==> src/verilog/console_consts.svh <==
`ifndef CONSOLE_CONSTS_SVH
`define CONSOLE_CONSTS_SVH

// ----------------------------------------------------------------------
// Sampling periods in 37.5 MHz clock cycles
// ----------------------------------------------------------------------
`define PER_INIT    32'd37_500_000
`define PER_500HZ   32'd75_000
`define PER_1KHZ    32'd37_500
`define PER_2KHZ    32'd18_750
`define PER_4KHZ    32'd9_375
`define PER_8KHZ_A  32'd4_688
`define PER_8KHZ_B  32'd4_687

// Rate codes as seen on fsamp
`define CODE_INIT   4'd0
`define CODE_500HZ  4'd1
`define CODE_1KHZ   4'd2
`define CODE_2KHZ   4'd3
`define CODE_4KHZ   4'd4
`define CODE_8KHZ   4'd5

// ----------------------------------------------------------------------
// Widths and record tags
// ----------------------------------------------------------------------
`define RATE_W      4
`define LEVEL_W     8
`define SEQ_W       14
`define FRAME_W     6
`define FLEN_W      4
`define TAG_W       2
`define REC_W       32

`define TAG_SAMPLE  2'b01
`define TAG_SUMMARY 2'b10

`endif

==> src/verilog/console_cfg_pkg.sv <==
`default_nettype none

`include "console_consts.svh"

package console_cfg_pkg;

    // Codes above RATE_8KHZ never get stored, cfg_regs folds them to RATE_INIT
    typedef enum logic [`RATE_W-1:0] {
        RATE_INIT  = `CODE_INIT,
        RATE_500HZ = `CODE_500HZ,
        RATE_1KHZ  = `CODE_1KHZ,
        RATE_2KHZ  = `CODE_2KHZ,
        RATE_4KHZ  = `CODE_4KHZ,
        RATE_8KHZ  = `CODE_8KHZ
    } rate_e;

    typedef struct packed {
        rate_e               rate;
        logic [`FLEN_W-1:0]  frame_len;  // 0 means 16 samples
    } cfg_t;

endpackage

`default_nettype wire

==> src/verilog/console_data_pkg.sv <==
`default_nettype none

`include "console_consts.svh"

package console_data_pkg;

    typedef struct packed {
        logic [`SEQ_W-1:0]   seq;
        logic [`LEVEL_W-1:0] level;
    } sample_t;

    typedef struct packed {
        logic [`FRAME_W-1:0] frame;
        logic [`LEVEL_W-1:0] min;
        logic [`LEVEL_W-1:0] max;
    } summary_t;

    // ------------------------------------------------------------------
    // Output record, two views picked by the tag in bits 31:30
    // ------------------------------------------------------------------
    typedef struct packed {
        logic [`TAG_W-1:0]                          tag;
        logic [`SEQ_W-1:0]                          seq;
        logic [`REC_W-`TAG_W-`SEQ_W-`LEVEL_W-1:0]   rsvd;  // Always zero
        logic [`LEVEL_W-1:0]                        level;
    } rec_sample_t;

    typedef struct packed {
        logic [`TAG_W-1:0]   tag;
        logic [`FRAME_W-1:0] frame;
        logic [`LEVEL_W-1:0] min;
        logic [`LEVEL_W-1:0] max;
        logic [`LEVEL_W-1:0] span;
    } rec_summary_t;

    typedef union packed {
        rec_sample_t  smp;
        rec_summary_t sum;
    } record_u;

endpackage

`default_nettype wire

==> src/verilog/console_cfg_regs.sv <==
`default_nettype none

`include "console_consts.svh"

module console_cfg_regs import console_cfg_pkg::*; (
    input  logic                clk,
    input  logic                rst,
    input  logic                fs_conf,
    input  logic [`RATE_W-1:0]  fsamp,
    input  logic [`FLEN_W-1:0]  frame_len,
    output cfg_t                cfg,
    output logic                restart
);

    rate_e sel_rate;

    // Unsupported codes run at the init rate
    always_comb begin
        if (fsamp > `CODE_8KHZ)
            sel_rate = RATE_INIT;
        else
            sel_rate = rate_e'(fsamp);
    end

    always_ff @(posedge clk or posedge rst) begin
        if (rst) begin
            cfg.rate      <= RATE_INIT;
            cfg.frame_len <= '0;  // 16 samples
            restart       <= 1'b0;
        end else begin
            restart <= fs_conf;  // One cycle behind the strobe
            if (fs_conf) begin
                cfg.rate      <= sel_rate;
                cfg.frame_len <= frame_len;
            end
        end
    end

endmodule

`default_nettype wire

==> src/verilog/console_tick.sv <==
`default_nettype none

`include "console_consts.svh"

module console_tick import console_cfg_pkg::*; (
    input  logic  clk,
    input  logic  rst,
    input  logic  restart,
    input  rate_e rate,
    output logic  tick
);

    logic [31:0] cnt;
    logic [31:0] period;
    logic        phase;  // 8 kHz half: 0 = A, 1 = B
    logic        run;
    logic        wrap;

    // ------------------------------------------------------------------
    // Period lookup
    // ------------------------------------------------------------------
    always_comb begin
        case (rate)
            RATE_500HZ: period = `PER_500HZ;
            RATE_1KHZ:  period = `PER_1KHZ;
            RATE_2KHZ:  period = `PER_2KHZ;
            RATE_4KHZ:  period = `PER_4KHZ;
            RATE_8KHZ:  period = phase ? `PER_8KHZ_B : `PER_8KHZ_A;
            default:    period = `PER_INIT;
        endcase
    end

    // Last cycle of the current period
    assign wrap = run && (cnt == period - 32'd1);

    // ------------------------------------------------------------------
    // Period counter
    // ------------------------------------------------------------------
    always_ff @(posedge clk or posedge rst) begin
        if (rst) begin
            cnt   <= '0;
            phase <= 1'b0;
            run   <= 1'b0;  // Idle until first configuration
            tick  <= 1'b0;
        end else if (restart) begin
            cnt   <= '0;
            phase <= 1'b0;  // Always start with A
            run   <= 1'b1;
            tick  <= 1'b0;
        end else begin
            tick <= wrap;
            if (wrap) begin
                cnt <= '0;
                if (rate == RATE_8KHZ)
                    phase <= ~phase;
            end else if (run) begin
                cnt <= cnt + 32'd1;
            end
        end
    end

endmodule

`default_nettype wire

==> src/verilog/console_sampler.sv <==
`default_nettype none

`include "console_consts.svh"

module console_sampler import console_data_pkg::*; (
    input  logic                clk,
    input  logic                rst,
    input  logic                restart,
    input  logic                tick,
    input  logic [`LEVEL_W-1:0] din,
    output sample_t             sample,
    output logic                sample_valid
);

    logic [`SEQ_W-1:0] seq_cnt;

    always_ff @(posedge clk or posedge rst) begin
        if (rst) begin
            seq_cnt      <= '0;
            sample_valid <= 1'b0;
        end else if (restart) begin
            seq_cnt      <= '0;
            sample_valid <= 1'b0;  // Drop a tick racing the restart
        end else begin
            sample_valid <= tick;
            if (tick)
                seq_cnt <= seq_cnt + 1'b1;  // Wraps
        end
    end

    always_ff @(posedge clk) begin
        if (tick) begin
            sample.seq   <= seq_cnt;
            sample.level <= din;
        end
    end

endmodule

`default_nettype wire

==> src/verilog/console_frame_stats.sv <==
`default_nettype none

`include "console_consts.svh"

module console_frame_stats import console_data_pkg::*; (
    input  logic                clk,
    input  logic                rst,
    input  logic                restart,
    input  sample_t             sample,
    input  logic                sample_valid,
    input  logic [`FLEN_W-1:0]  frame_len,
    output summary_t            summary,
    output logic                summary_valid
);

    logic [`FLEN_W-1:0]  cnt;
    logic [`FLEN_W-1:0]  last_idx;
    logic [`FRAME_W-1:0] frame;
    logic [`LEVEL_W-1:0] run_min;
    logic [`LEVEL_W-1:0] run_max;
    logic [`LEVEL_W-1:0] new_min;
    logic [`LEVEL_W-1:0] new_max;
    logic                first;
    logic                last;

    assign last_idx = frame_len - 1'b1;  // 0 wraps to 15, so 16 samples
    assign first    = (cnt == '0);
    assign last     = (cnt == last_idx);

    // First sample of a frame seeds the statistics
    assign new_min = (first || sample.level < run_min) ? sample.level : run_min;
    assign new_max = (first || sample.level > run_max) ? sample.level : run_max;

    // ------------------------------------------------------------------
    // Frame control
    // ------------------------------------------------------------------
    always_ff @(posedge clk or posedge rst) begin
        if (rst) begin
            cnt           <= '0;
            frame         <= '0;
            summary_valid <= 1'b0;
        end else if (restart) begin
            cnt           <= '0;  // Partial frame is lost
            frame         <= '0;
            summary_valid <= 1'b0;
        end else begin
            summary_valid <= sample_valid && last;
            if (sample_valid) begin
                if (last) begin
                    cnt   <= '0;
                    frame <= frame + 1'b1;
                end else begin
                    cnt <= cnt + 1'b1;
                end
            end
        end
    end

    always_ff @(posedge clk) begin
        if (sample_valid) begin
            run_min <= new_min;
            run_max <= new_max;
            if (last)
                summary <= '{frame: frame, min: new_min, max: new_max};
        end
    end

endmodule

`default_nettype wire

==> src/verilog/console_record_mux.sv <==
`default_nettype none

`include "console_consts.svh"

module console_record_mux import console_data_pkg::*; (
    input  logic     clk,
    input  logic     rst,
    input  sample_t  sample,
    input  logic     sample_valid,
    input  summary_t summary,
    input  logic     summary_valid,
    output record_u  rec,
    output logic     rec_valid
);

    record_u             smp_word;
    record_u             sum_word;
    logic [`LEVEL_W-1:0] span;

    assign span = summary.max - summary.min;

    // ------------------------------------------------------------------
    // Record packing
    // ------------------------------------------------------------------
    always_comb begin
        smp_word.smp.tag   = `TAG_SAMPLE;
        smp_word.smp.seq   = sample.seq;
        smp_word.smp.rsvd  = '0;
        smp_word.smp.level = sample.level;
    end

    always_comb begin
        sum_word.sum.tag   = `TAG_SUMMARY;
        sum_word.sum.frame = summary.frame;
        sum_word.sum.min   = summary.min;
        sum_word.sum.max   = summary.max;
        sum_word.sum.span  = span;
    end

    always_ff @(posedge clk or posedge rst) begin
        if (rst)
            rec_valid <= 1'b0;
        else
            rec_valid <= sample_valid || summary_valid;
    end

    // Summary trails its sample by a cycle, so one slot is enough
    always_ff @(posedge clk) begin
        if (sample_valid)
            rec <= smp_word;
        else if (summary_valid)
            rec <= sum_word;
    end

endmodule

`default_nettype wire

==> src/verilog/console_top.sv <==
`default_nettype none

`include "console_consts.svh"

module console_top
    import console_cfg_pkg::*;
    import console_data_pkg::*;
(
    input  logic                clk,
    input  logic                rst,
    input  logic                fs_conf,
    input  logic [`RATE_W-1:0]  fsamp,
    input  logic [`FLEN_W-1:0]  frame_len,
    input  logic [`LEVEL_W-1:0] din,
    output record_u             rec,
    output logic                rec_valid
);

    cfg_t     cfg;
    logic     restart;
    logic     tick;
    sample_t  sample;
    logic     sample_valid;
    summary_t summary;
    logic     summary_valid;

    console_cfg_regs console_cfg_regs_i (
        .clk       (clk),
        .rst       (rst),
        .fs_conf   (fs_conf),
        .fsamp     (fsamp),
        .frame_len (frame_len),
        .cfg       (cfg),
        .restart   (restart)
    );

    console_tick console_tick_i (
        .clk     (clk),
        .rst     (rst),
        .restart (restart),
        .rate    (cfg.rate),
        .tick    (tick)
    );

    console_sampler console_sampler_i (
        .clk          (clk),
        .rst          (rst),
        .restart      (restart),
        .tick         (tick),
        .din          (din),
        .sample       (sample),
        .sample_valid (sample_valid)
    );

    console_frame_stats console_frame_stats_i (
        .clk           (clk),
        .rst           (rst),
        .restart       (restart),
        .sample        (sample),
        .sample_valid  (sample_valid),
        .frame_len     (cfg.frame_len),
        .summary       (summary),
        .summary_valid (summary_valid)
    );

    console_record_mux console_record_mux_i (
        .clk           (clk),
        .rst           (rst),
        .sample        (sample),
        .sample_valid  (sample_valid),
        .summary       (summary),
        .summary_valid (summary_valid),
        .rec           (rec),
        .rec_valid     (rec_valid)
    );

endmodule

`default_nettype wire

==> config.mk <==
export PLATFORM = sky130hd
export DESIGN_NAME = console_top
export DESIGN_NICKNAME = d
export VERILOG_FILES = /design/src/verilog/console_cfg_pkg.sv /design/src/verilog/console_data_pkg.sv /design/src/verilog/console_cfg_regs.sv /design/src/verilog/console_tick.sv /design/src/verilog/console_sampler.sv /design/src/verilog/console_frame_stats.sv /design/src/verilog/console_record_mux.sv /design/src/verilog/console_top.sv
export VERILOG_INCLUDE_DIRS = /design/src /design/src/verilog
export SDC_FILE = /design/constraint.sdc
export NUM_CORES = 1
export LEC_CHECK = 0
export BUFFER_PORTS_ARGS = -buffer_cell sky130_fd_sc_hd__buf_4
export CAP_MARGIN = 20
export CORE_MARGIN = 3
export CORE_UTILIZATION = 37
export CTS_CLUSTER_DIAMETER = 120
export DETAILED_ROUTE_END_ITERATION = 12
export PLACE_DENSITY = 0.58
export SLEW_MARGIN = 20
export SYNTH_ARGS = -nofsm -noshare
export SYNTH_HDL_FRONTEND = slang
export SYNTH_HIERARCHICAL = 1
export SYNTH_SLANG_ARGS = --single-unit
==> constraint.sdc <==
create_clock -name clk -period 4.3 [get_ports clk]
set_clock_uncertainty 0.2 [all_clocks]
set_input_delay 0.43 -clock clk [delete_from_list [all_inputs] [get_ports clk]]
set_output_delay 0.43 -clock clk [all_outputs]
set_load 0.02 [all_outputs]
### After elaboration in Yosys (flattened, before gate mapping)

Cells that the tools add are included.

| storage, ports and cells | value |
|---|---|
| logic and storage cells | 80 |
| register bits | 163 |
| input port bits | 19 |

| operators by class | value |
|---|---|
| eq/ne operators | 7 |
| mux-type cells | 24 |
| reductions and logical operators | 16 |
| bitwise operators | 1 |
| $add $sub $neg | 7 |
| $lt $le $gt $ge | 3 |

Operators with widths:

| cell | number |
|---|---|
| one-hot mux 32 bit (5 select lines) | 1 |
| two-way mux 32 bit | 3 |
| two-way mux 30 bit | 2 |
| adder 32 x 1 -> 32 bit, second input constant | 1 |
| equality test 32 bit | 1 |
| subtractor 32 x 1 -> 32 bit, second input constant | 1 |
| two-way mux 14 bit | 2 |
| two-way mux 6 bit | 3 |
| two-way mux 4 bit | 4 |
| two-way mux 8 bit | 2 |
| adder 14 x 1 -> 14 bit, second input constant | 1 |
| nonzero test 2 bit | 6 |
| equality test 4 x 2 -> 1 bit, second input constant | 2 |
| equality test 4 x 3 -> 1 bit, second input constant | 2 |
| greater-than comparator 8 bit | 1 |
| less-than comparator 8 bit | 1 |
| subtractor 8 bit | 1 |
| adder 6 x 1 -> 6 bit, second input constant | 1 |
| two-way mux 1 bit | 6 |
| AND reduction 2 bit | 3 |
| two-way mux 5 bit | 1 |
| adder 4 x 1 -> 4 bit, second input constant | 1 |
| equality test 4 x 1 -> 1 bit, second input constant | 1 |
| equality test 4 bit | 1 |
| 7 further kinds | 10 |

### Depth between registers and ports, before layout

Gate-level depths: netlist of the first run.

| logic depth | value |
|---|---|
| word-level depth | 7 |
| gate-level depth with buffers | 17 |
| gate-level depth less buffers | 12 |

### Cells and area by module

The synthesis of the first run kept the hierarchy.

Modules (own cells, without submodules):

| module | cells each | sequential area each (µm²) | area an instance (µm²) | times used |
|---|---|---|---|---|
| console_frame_stats | 178 | 1416.4 | 2429.8 | 1 |
| console_tick | 280 | 875.8 | 2323.5 | 1 |
| console_record_mux | 135 | 885.8 | 1599.0 | 1 |
| console_sampler | 97 | 1036.0 | 1422.6 | 1 |
| console_cfg_regs | 25 | 225.2 | 379.1 | 1 |

### Least setup slack after synthesis of the first run

OpenSTA, ideal clock, no wires.

| timing path | value |
|---|---|
| path type | reg2reg |
| from | register, netlist name console_cfg_regs_i/cfg[4] |
| to | register console_tick_i.cnt[25] |
| path buffers | 4 |
| period minus slack after synthesis | 3.185 ns |
| setup slack | 1.115 ns |
| setup time | 0.119 ns |
| stages on the path, launching flop included | 15 |
| data required time | 3.981 ns |
| data arrival time | 2.866 ns |
| cell sequence | dfrtp_1 -> buf_2 -> nor2b_1 -> or3_1 -> ha_1 -> or2_2 -> and4_1 -> nor3_1 -> o2111ai_1 -> or4_1 -> buf_2 -> nand2b_1 -> buf_4 -> buf_4 -> nor2_1 |

| on the way | value |
|---|---|
| cells in the longest elaborated chain, start to end | 7 |
| elaborated cells between the ends (all ways) | 12 |
| classes of those cells | 1 x add/sub; 6 x eq/ne; 3 x mux; 2 x reduce/logical |

Ends and longest elaborated chain:

| what | line | RTL |
|---|---|---|
| equality test 4 x 3 -> 1 bit (tied with other cells) | console_tick.sv:23 | `case (rate)` |
| one-hot mux 32 bit (5 select lines) * | console_tick.sv:23 |  |
| subtractor 32 x 1 -> 32 bit * | console_tick.sv:34 | `assign wrap = run && (cnt == period - 32'd1);` |
| equality test 32 bit * | console_tick.sv:34 |  |
| logical AND 1 bit * | console_tick.sv:34 |  |
| two-way mux 32 bit | console_tick.sv:52 | `if (wrap) begin` |
| two-way mux 32 bit | console_tick.sv:45 | `end else if (restart) begin` |
| end signal: assignment | console_tick.sv:57 | `cnt <= cnt + 32'd1;` |
| end: declaration | console_tick.sv:13 | `logic [31:0] cnt;` |

Mark *: on every way between the ends. The rest lies on a longest branch, timed or not.
A chain may end at the register's enable or synchronous reset.

### Final worst setup path of the first run

| timing path | value |
|---|---|
| from | register, netlist name console_cfg_regs_i/cfg[4] |
| to | register console_tick_i.cnt[30] |

| on the way | value |
|---|---|
| cells in the longest elaborated chain, start to end | 7 |
| elaborated cells between the ends (all ways) | 12 |
| classes of those cells | 1 x add/sub; 6 x eq/ne; 3 x mux; 2 x reduce/logical |

Ends and longest elaborated chain:

| what | line |
|---|---|
| equality test 4 x 3 -> 1 bit (tied with other cells) | console_tick.sv:23 |
| one-hot mux 32 bit (5 select lines) * | console_tick.sv:23 |
| subtractor 32 x 1 -> 32 bit * | console_tick.sv:34 |
| equality test 32 bit * | console_tick.sv:34 |
| logical AND 1 bit * | console_tick.sv:34 |
| two-way mux 32 bit | console_tick.sv:52 |
| two-way mux 32 bit | console_tick.sv:45 |

Marked as above.

==> impl_metrics.env, run 1 <==
export IMPL_initial_core_util_pct=38.19
export IMPL_final_core_util_pct=44.45
export IMPL_synth_top_area_share_pct=30.20
export IMPL_antenna_found_initial=0
export IMPL_clock_latency_ns=0.43
export IMPL_synthCells=715
export IMPL_drive_gt1_share_pct=17.41
export IMPL_port_buffers=51
export IMPL_n_antenna_cell=0
export IMPL_p_seq_share_pct=50.8
export IMPL_final_period_utilization_pct=85.93
export IMPL_gr_usage_all_layers_pct=15.11
export IMPL_synthTopCellsByArea="edfxtp_1, dfrtp_1, ha_1"
export IMPL_critical_path_class="reg -> reg"
export IMPL_grt_ovfl_total=0
export IMPL_min_path_type="in -> reg"
export IMPL_dieArea_um2=23850
export IMPL_cts_clk_slew_worst_paths_ns=0.07
export IMPL_grt_pass1_wl_um=29100
export IMPL_powerDensity_nw_per_um2=342.4
export IMPL_ctsRootBufferMaster="clkbuf_16"
export IMPL_ys_warn_count=6
export IMPL_switching_power_uw=780.2
export IMPL_total_leakage_power_uw=0.003749
export IMPL_drt_first_pass_iters=5
export IMPL_final_nets=824
export IMPL_synth_edf_count=82
export IMPL_cts_buffers=17
export IMPL_fin_area_um2=9492
export IMPL_fin_setup_tns_ns=0
export IMPL_avgViaCountPerCell=5.298
export IMPL_syn_area_per_cell_um2=11.40
export IMPL_n_fill_cell=1983
export IMPL_p_sw_share_pct=24.01
export IMPL_holdPathStages=2
export IMPL_finalHoldViolations=0
export IMPL_cts_tree="done"
export IMPL_die_w_um=154.5
export IMPL_drt_wl_total_um=17720
export IMPL_mappedNetlistArea_um2=8154
export IMPL_worst_slew_pin_slew_ns=0.7760
export IMPL_worstPathRequired_ns=4.40
export IMPL_multi_input_area_um2=3406
export IMPL_rsz0062_at_grt="no"
export IMPL_timing_fmax_mhz=270.6
export IMPL_postCtsSetupRepairBufs=0
export IMPL_die_h_um=154.5
export IMPL_synth_top_cell_by_area="edfxtp_1"
export IMPL_mostFrequentLayoutCells="edfxtp_1, nor2_1, dfrtp_1"
export IMPL_pwr_share_comb_pct=4.6
export IMPL_dpl_hpwl_um=12530
export IMPL_relSlewSlack_pct=48.05
export IMPL_reg2reg_depth=11
export IMPL_grt_pass1_vias=5540
export IMPL_clkSinkCount=163
export IMPL_status="completed"
export IMPL_clockBufferDepth=2
export IMPL_start_kind="register"
export IMPL_synth_seq_area_share_pct=54.44
export IMPL_io_pins=52
export IMPL_rows=53
export IMPL_async_flop_share_pct=43.56
export IMPL_synthFlopType="edfxtp_1"
export IMPL_htree_levels=4
export IMPL_p_clk_share_pct=44.6
export IMPL_ant_nets=0
export IMPL_slew_violations=0
export IMPL_core_area_um2=21350
export IMPL_critical_path_arrival_ns=3.79
export IMPL_ys_seq_elements=163
export IMPL_final_seq_area_um2=4441
export IMPL_vias=5626
export IMPL_area_growth_pct=16.40
export IMPL_ir_drop_v=0.0002466
export IMPL_cap_violations=0
export IMPL_drtIter0Drc=494
export IMPL_drc=0
export IMPL_synth_cell_type_count=75
export IMPL_endpoint_kind="register"
export IMPL_gp_congestion=0.9145
export IMPL_intPower_uw=2470
export IMPL_final_common_cell="edfxtp_1"
export IMPL_wl_per_cell_um=16.69
export IMPL_setup_viol=0
export IMPL_grt_max_degree=40
export IMPL_postPlaceCellArea_um2=8818
export IMPL_syn_nets=765
export IMPL_path_max_fanout=29
export IMPL_finalCriticalPeriod_ns=3.695
[worst paths after layout]
path                       slack (ns)                                        end                                      start
max in group asynchronous        2.96   console_sampler_i/sample_valid$_DFF_PP0_                                        rst
hold reg to reg                  0.27  console_record_mux_i/rec[31]$_SDFFE_PP0P_  console_record_mux_i/rec[31]$_SDFFE_PP0P_
hold / removal                   0.02      console_cfg_regs_i/cfg[6]$_DFFE_PP0P_                                   fsamp[3]
setup reg to reg                 0.60         console_tick_i/cnt[30]$_DFFE_PP0P_      console_cfg_regs_i/cfg[4]$_DFFE_PP0P_
setup / recovery                 0.60         console_tick_i/cnt[30]$_DFFE_PP0P_      console_cfg_regs_i/cfg[4]$_DFFE_PP0P_
min in group asynchronous        0.25   console_record_mux_i/rec_valid$_DFF_PP0_                                        rst
[sequential cells by signal (all words and copies together) (netlist names), 4 cells and up]
register and count:
console_frame_stats_i/summary 22, console_sampler_i/sample 22, console_frame_stats_i/run_min 8, console_frame_stats_i/cnt 4, console_frame_stats_i/frame 6, console_record_mux_i/rec 32, console_cfg_regs_i/cfg 8, console_sampler_i/seq_cnt 14
console_frame_stats_i/run_max 8, console_tick_i/cnt 32
[power groups by stage]
stage	clock network, uW	registers (uW)	logic (uW)
4_1_cts	1490	1650	152
2_1_floorplan	0	1680	109
3_5_place_dp	0	1680	144
5_1_grt	1550	1650	168
3_3_place_gp	0	1680	139
6_report	1450	1650	151
[metrics by stage]
stage | power [uW] | cells | hold slack, ns | setup WS, ns
final | 3250 | 1062 | 0.02317 | 0.6050
after global routing | 3370 | 1062 | 0.01241 | 0.3387
after CTS | 3290 | 1062 | 0.002759 | 0.6148
after detailed placement | 1826 | 1020 | 0.1475 | 0.6214
after global placement | 1821 | 1020 | 0.1413 | 0.7810
after floorplan | 1785 | 715 | -0.04129 | 1.115
[Yosys cell counts (8+ instances only)]
cell and count:
nor2_1 74, ha_1 30, or3_1 8, mux2i_1 13, xnor2_1 17, nand3_1 12, nor4_1 10, buf_2 9
a21oi_1 22, edfxtp_1 82, xor2_1 31, and3_1 8, o31ai_1 9, dfrtp_1 71, nand4_1 22, nand2b_1 10
inv_1 42, clkbuf_1 13, nand2_1 47, o21ai_0 25, dfxtp_1 10, a22o_1 14, nor2b_1 12, mux2_2 19
[worst max-delay path, cell delays in order, from the launching register on]
cell and delay (ns):
dfrtp_1 0.61, nor2b_1 0.27, or3_1 0.35, ha_1 0.26, xnor2_1 0.25, o21ai_0 0.13
a21boi_0 0.18, o2111ai_1 0.11, or4_1 0.67, nand2b_1 0.13, buf_4 0.31, nor2_1 0.10
[routing by layer]
layer	share of wire, %	GRT usage, %	vias to the layer above	wire (um)
li1	-	-	2711	-
met1	49	21.05	2779	8600
met2	46	23.63	119	8164
met3	4.0	3.246	17	702
met4	1.4	4.962	0	255
met5	0	0	-	0
[cell families (layout without fill, tap and decap cells)]
family                     Yosys count  count (layout)  synth area share, %
DFF                                163             163                54.44
and+or+nand+nor                    243             243                15.80
xor gates and xnor gates            51              51                5.754
muxes                               37              37                5.140
buffers and inverters               73             145                3.790
AOI/OAI and AO/OA                  117             117                10.22
adders and majority gates           31              31                4.849
[repair_timing]
item,in CTS,in global routing
hold buffers,10,0
endpoints found under the hold margin,80,0
resized for setup,0,0
endpoints found under the setup margin,0,0
[layout make-up]
class / count / share of cell area (%)
sequential: 163 / 46.78
multi-input combinational: 479 / 35.88
timing repair buffer: 71 / 6.011
clock buffer: 18 / 4.521
tap: 275 / 3.625
inverter: 42 / 1.661
clock inverter: 14 / 1.516
Note: power is estimated with default switching activity, not from simulation.
==> run 2, diff against run 1 <==
Settings changed: CAP_MARGIN 20 to default, PLACE_DENSITY 0.58 to 0.6.
Clock period 4.3 ns to 3.3 ns, I/O delays scaled along.
==> impl_metrics.env, run 2 (same netlist as run 1, synthesis figures left out) <==
export IMPL_status="completed"
export IMPL_pwr_share_comb_pct=5.0
export IMPL_reg2reg_depth=10
export IMPL_slew_violations=0
export IMPL_final_nets=837
export IMPL_drtIter0Drc=381
export IMPL_cp_slowest_cell="or4_4"
export IMPL_powerDensity_nw_per_um2=444.8
export IMPL_p_seq_share_pct=50.0
export IMPL_rrSetupSlack_ns=0.16
export IMPL_place_inst=1025
export IMPL_crit_path_frequent_cell="or3_1"
export IMPL_min_path_type="in -> reg"
export IMPL_cp_slowest_stage_delay_ns=0.45
export IMPL_critical_path_class="reg -> reg"
export IMPL_clkSinkCount=163
export IMPL_crit_chain="nand2b_1 -> or3_1 -> ha_2 -> or2_2 -> and4_1 -> nor3_2 -> o2111ai_1 -> or4_4 -> or3_1 -> a21oi_1"
export IMPL_cap_violations=0
export IMPL_die_h_um=154.5
export IMPL_grt_pass1_vias=5442
export IMPL_grt_ovfl_total=0
export IMPL_mostFrequentLayoutCells="edfxtp_1, nor2_1, dfrtp_1"
export IMPL_n_fill_cell=2036
export IMPL_vias=5572
export IMPL_initial_core_util_pct=38.19
export IMPL_io_pins=52
export IMPL_wl_per_cell_um=16.16
export IMPL_die_w_um=154.5
export IMPL_cts_buffers=17
export IMPL_cts_clk_slew_worst_paths_ns=0.07
export IMPL_p_clk_share_pct=44.9
export IMPL_start_kind="register"
export IMPL_final_common_cell="edfxtp_1"
export IMPL_antenna_found_initial=0
export IMPL_path_max_fanout=4
export IMPL_p_sw_share_pct=24.37
export IMPL_total_leakage_power_uw=0.003835
export IMPL_area_growth_pct=18.20
export IMPL_dieArea_um2=23850
export IMPL_final_cells=1075
export IMPL_cp_startpoint="console_cfg_regs_i/cfg[5]$_DFFE_PP0P_"
export IMPL_drive_gt1_share_pct=18.75
export IMPL_timing_fmax_mhz=318.4
export IMPL_crit_path_end="console_tick_i/phase$_DFFE_PP0P_"
export IMPL_final_period_utilization_pct=95.18
export IMPL_finalCriticalPeriod_ns=3.141
export IMPL_gp_congestion=0.8990
export IMPL_reg_top3="console_record_mux_i/rec (32), console_tick_i/cnt (32)"
export IMPL_drt_wl_total_um=17370
export IMPL_relSlewSlack_pct=47.37
export IMPL_grt_max_degree=40
export IMPL_rows=53
export IMPL_ctsRootBufferMaster="clkbuf_16"
export IMPL_dpl_worst_slack_ns=0.1265
export IMPL_htree_levels=4
export IMPL_fin_setup_tns_ns=0
export IMPL_worst_slack_ns=0.1589
export IMPL_hp_start="fsamp[3]"
export IMPL_n_antenna_cell=0
export IMPL_core_area_um2=21350
export IMPL_switching_power_uw=1045
export IMPL_avgViaCountPerCell=5.183
export IMPL_clock_latency_ns=0.43
export IMPL_critical_path_arrival_ns=3.28
export IMPL_dpl_hpwl_um=11910
export IMPL_intPower_uw=3242
export IMPL_cts_tree="done"
export IMPL_worstPathRequired_ns=3.44
export IMPL_finalHoldViolations=0
export IMPL_worst_slew_pin_slew_ns=0.7886
export IMPL_clockBufferDepth=2
export IMPL_drt_first_pass_iters=8
export IMPL_r2r_start="console_cfg_regs_i/cfg[5]$_DFFE_PP0P_"
export IMPL_endpoint_kind="register"
export IMPL_drc=0
export IMPL_rsz0062_at_grt="no"
export IMPL_setup_viol=0
export IMPL_ant_nets=0
export IMPL_ir_drop_v=0.0003385
export IMPL_fin_hold_ws_ns=0.05146
export IMPL_r2r_end="console_tick_i/phase$_DFFE_PP0P_"
export IMPL_grt_pass1_wl_um=29000
export IMPL_gr_usage_all_layers_pct=15.16
export IMPL_port_buffers=51
[run 2: worst min-delay path by stage]
| stage | slack, ns | cells past startpoint | to |
|---|---|---|---|
| 6_report | 0.05 | 3 | console_cfg_regs_i/cfg[4]$_DFFE_PP0P_ |
| 5_1_grt | 0.05 | 3 | console_cfg_regs_i/cfg[4]$_DFFE_PP0P_ |
| 4_1_cts | 0.03 | 3 | console_cfg_regs_i/cfg[4]$_DFFE_PP0P_ |
| 3_5_place_dp | 0.05 | 2 | console_record_mux_i/rec_valid$_DFF_PP0_ |
| 3_3_place_gp | 0.05 | 2 | console_record_mux_i/rec_valid$_DFF_PP0_ |
| 2_1_floorplan | -0.14 | 1 | console_record_mux_i/rec_valid$_DFF_PP0_ |
[run 2: what timing repair did]
action                                  in CTS  in global routing
hold endpoints to repair                    87                  0
setup buffers                                0                  1
gates resized for setup                      0                  5
hold buffers                                17                  0
endpoints found under the setup margin       0                 33
[run 2: layout make-up]
| type | instances | area, um2 | share of cell area (%) |
|---|---|---|---|
| Clock buffer | 17 | 425.4 | 4.414 |
| Timing Repair Buffer | 84 | 685.7 | 7.114 |
| Sequential cell | 163 | 4441 | 46.07 |
| Inverter | 42 | 157.7 | 1.636 |
| Tap cell | 275 | 344.1 | 3.570 |
| Clock inverter | 15 | 155.1 | 1.610 |
| Multi-Input combinational cell | 479 | 3430 | 35.58 |
[run 2: power by group through the flow]
| stage | Sequential [uW] | Clock (uW) | Combinational, uW |
|---|---|---|---|
| floorplan | 2180 | 0 | 142 |
| global placement | 2190 | 0 | 196 |
| detailed placement | 2190 | 0 | 197 |
| CTS | 2140 | 1980 | 213 |
| global route | 2140 | 2080 | 243 |
| finish | 2140 | 1930 | 216 |
[run 2: stage by stage]
step	area, um2	utilization [%]	power (uW)
after detailed placement	8859	41.49	2383
final	9638	45.14	4287
after CTS	9609	45.00	4340
after global routing	9638	45.14	4464
after floorplan	8154	-	2325
after global placement	8856	41.47	2382
[run 2: per-layer routing]
metal	vias to the layer above	global-route usage [%]	part of all wire, %
li1	2738	-	-
met1	2702	21.89	49
met4	0	5.046	1.3
met3	21	3.134	4.2
met2	111	22.84	46
met5	-	0	0
[run 2: worst max-delay path, delay by kind of cell, from the launching register on]
kind | cells | cell delay (ns)
AOI/OAI and AO/OA | 2 | 0.30
DFF | 1 | 0.37
adders and majority gates | 1 | 0.23
and+or+nand+nor | 7 | 1.96
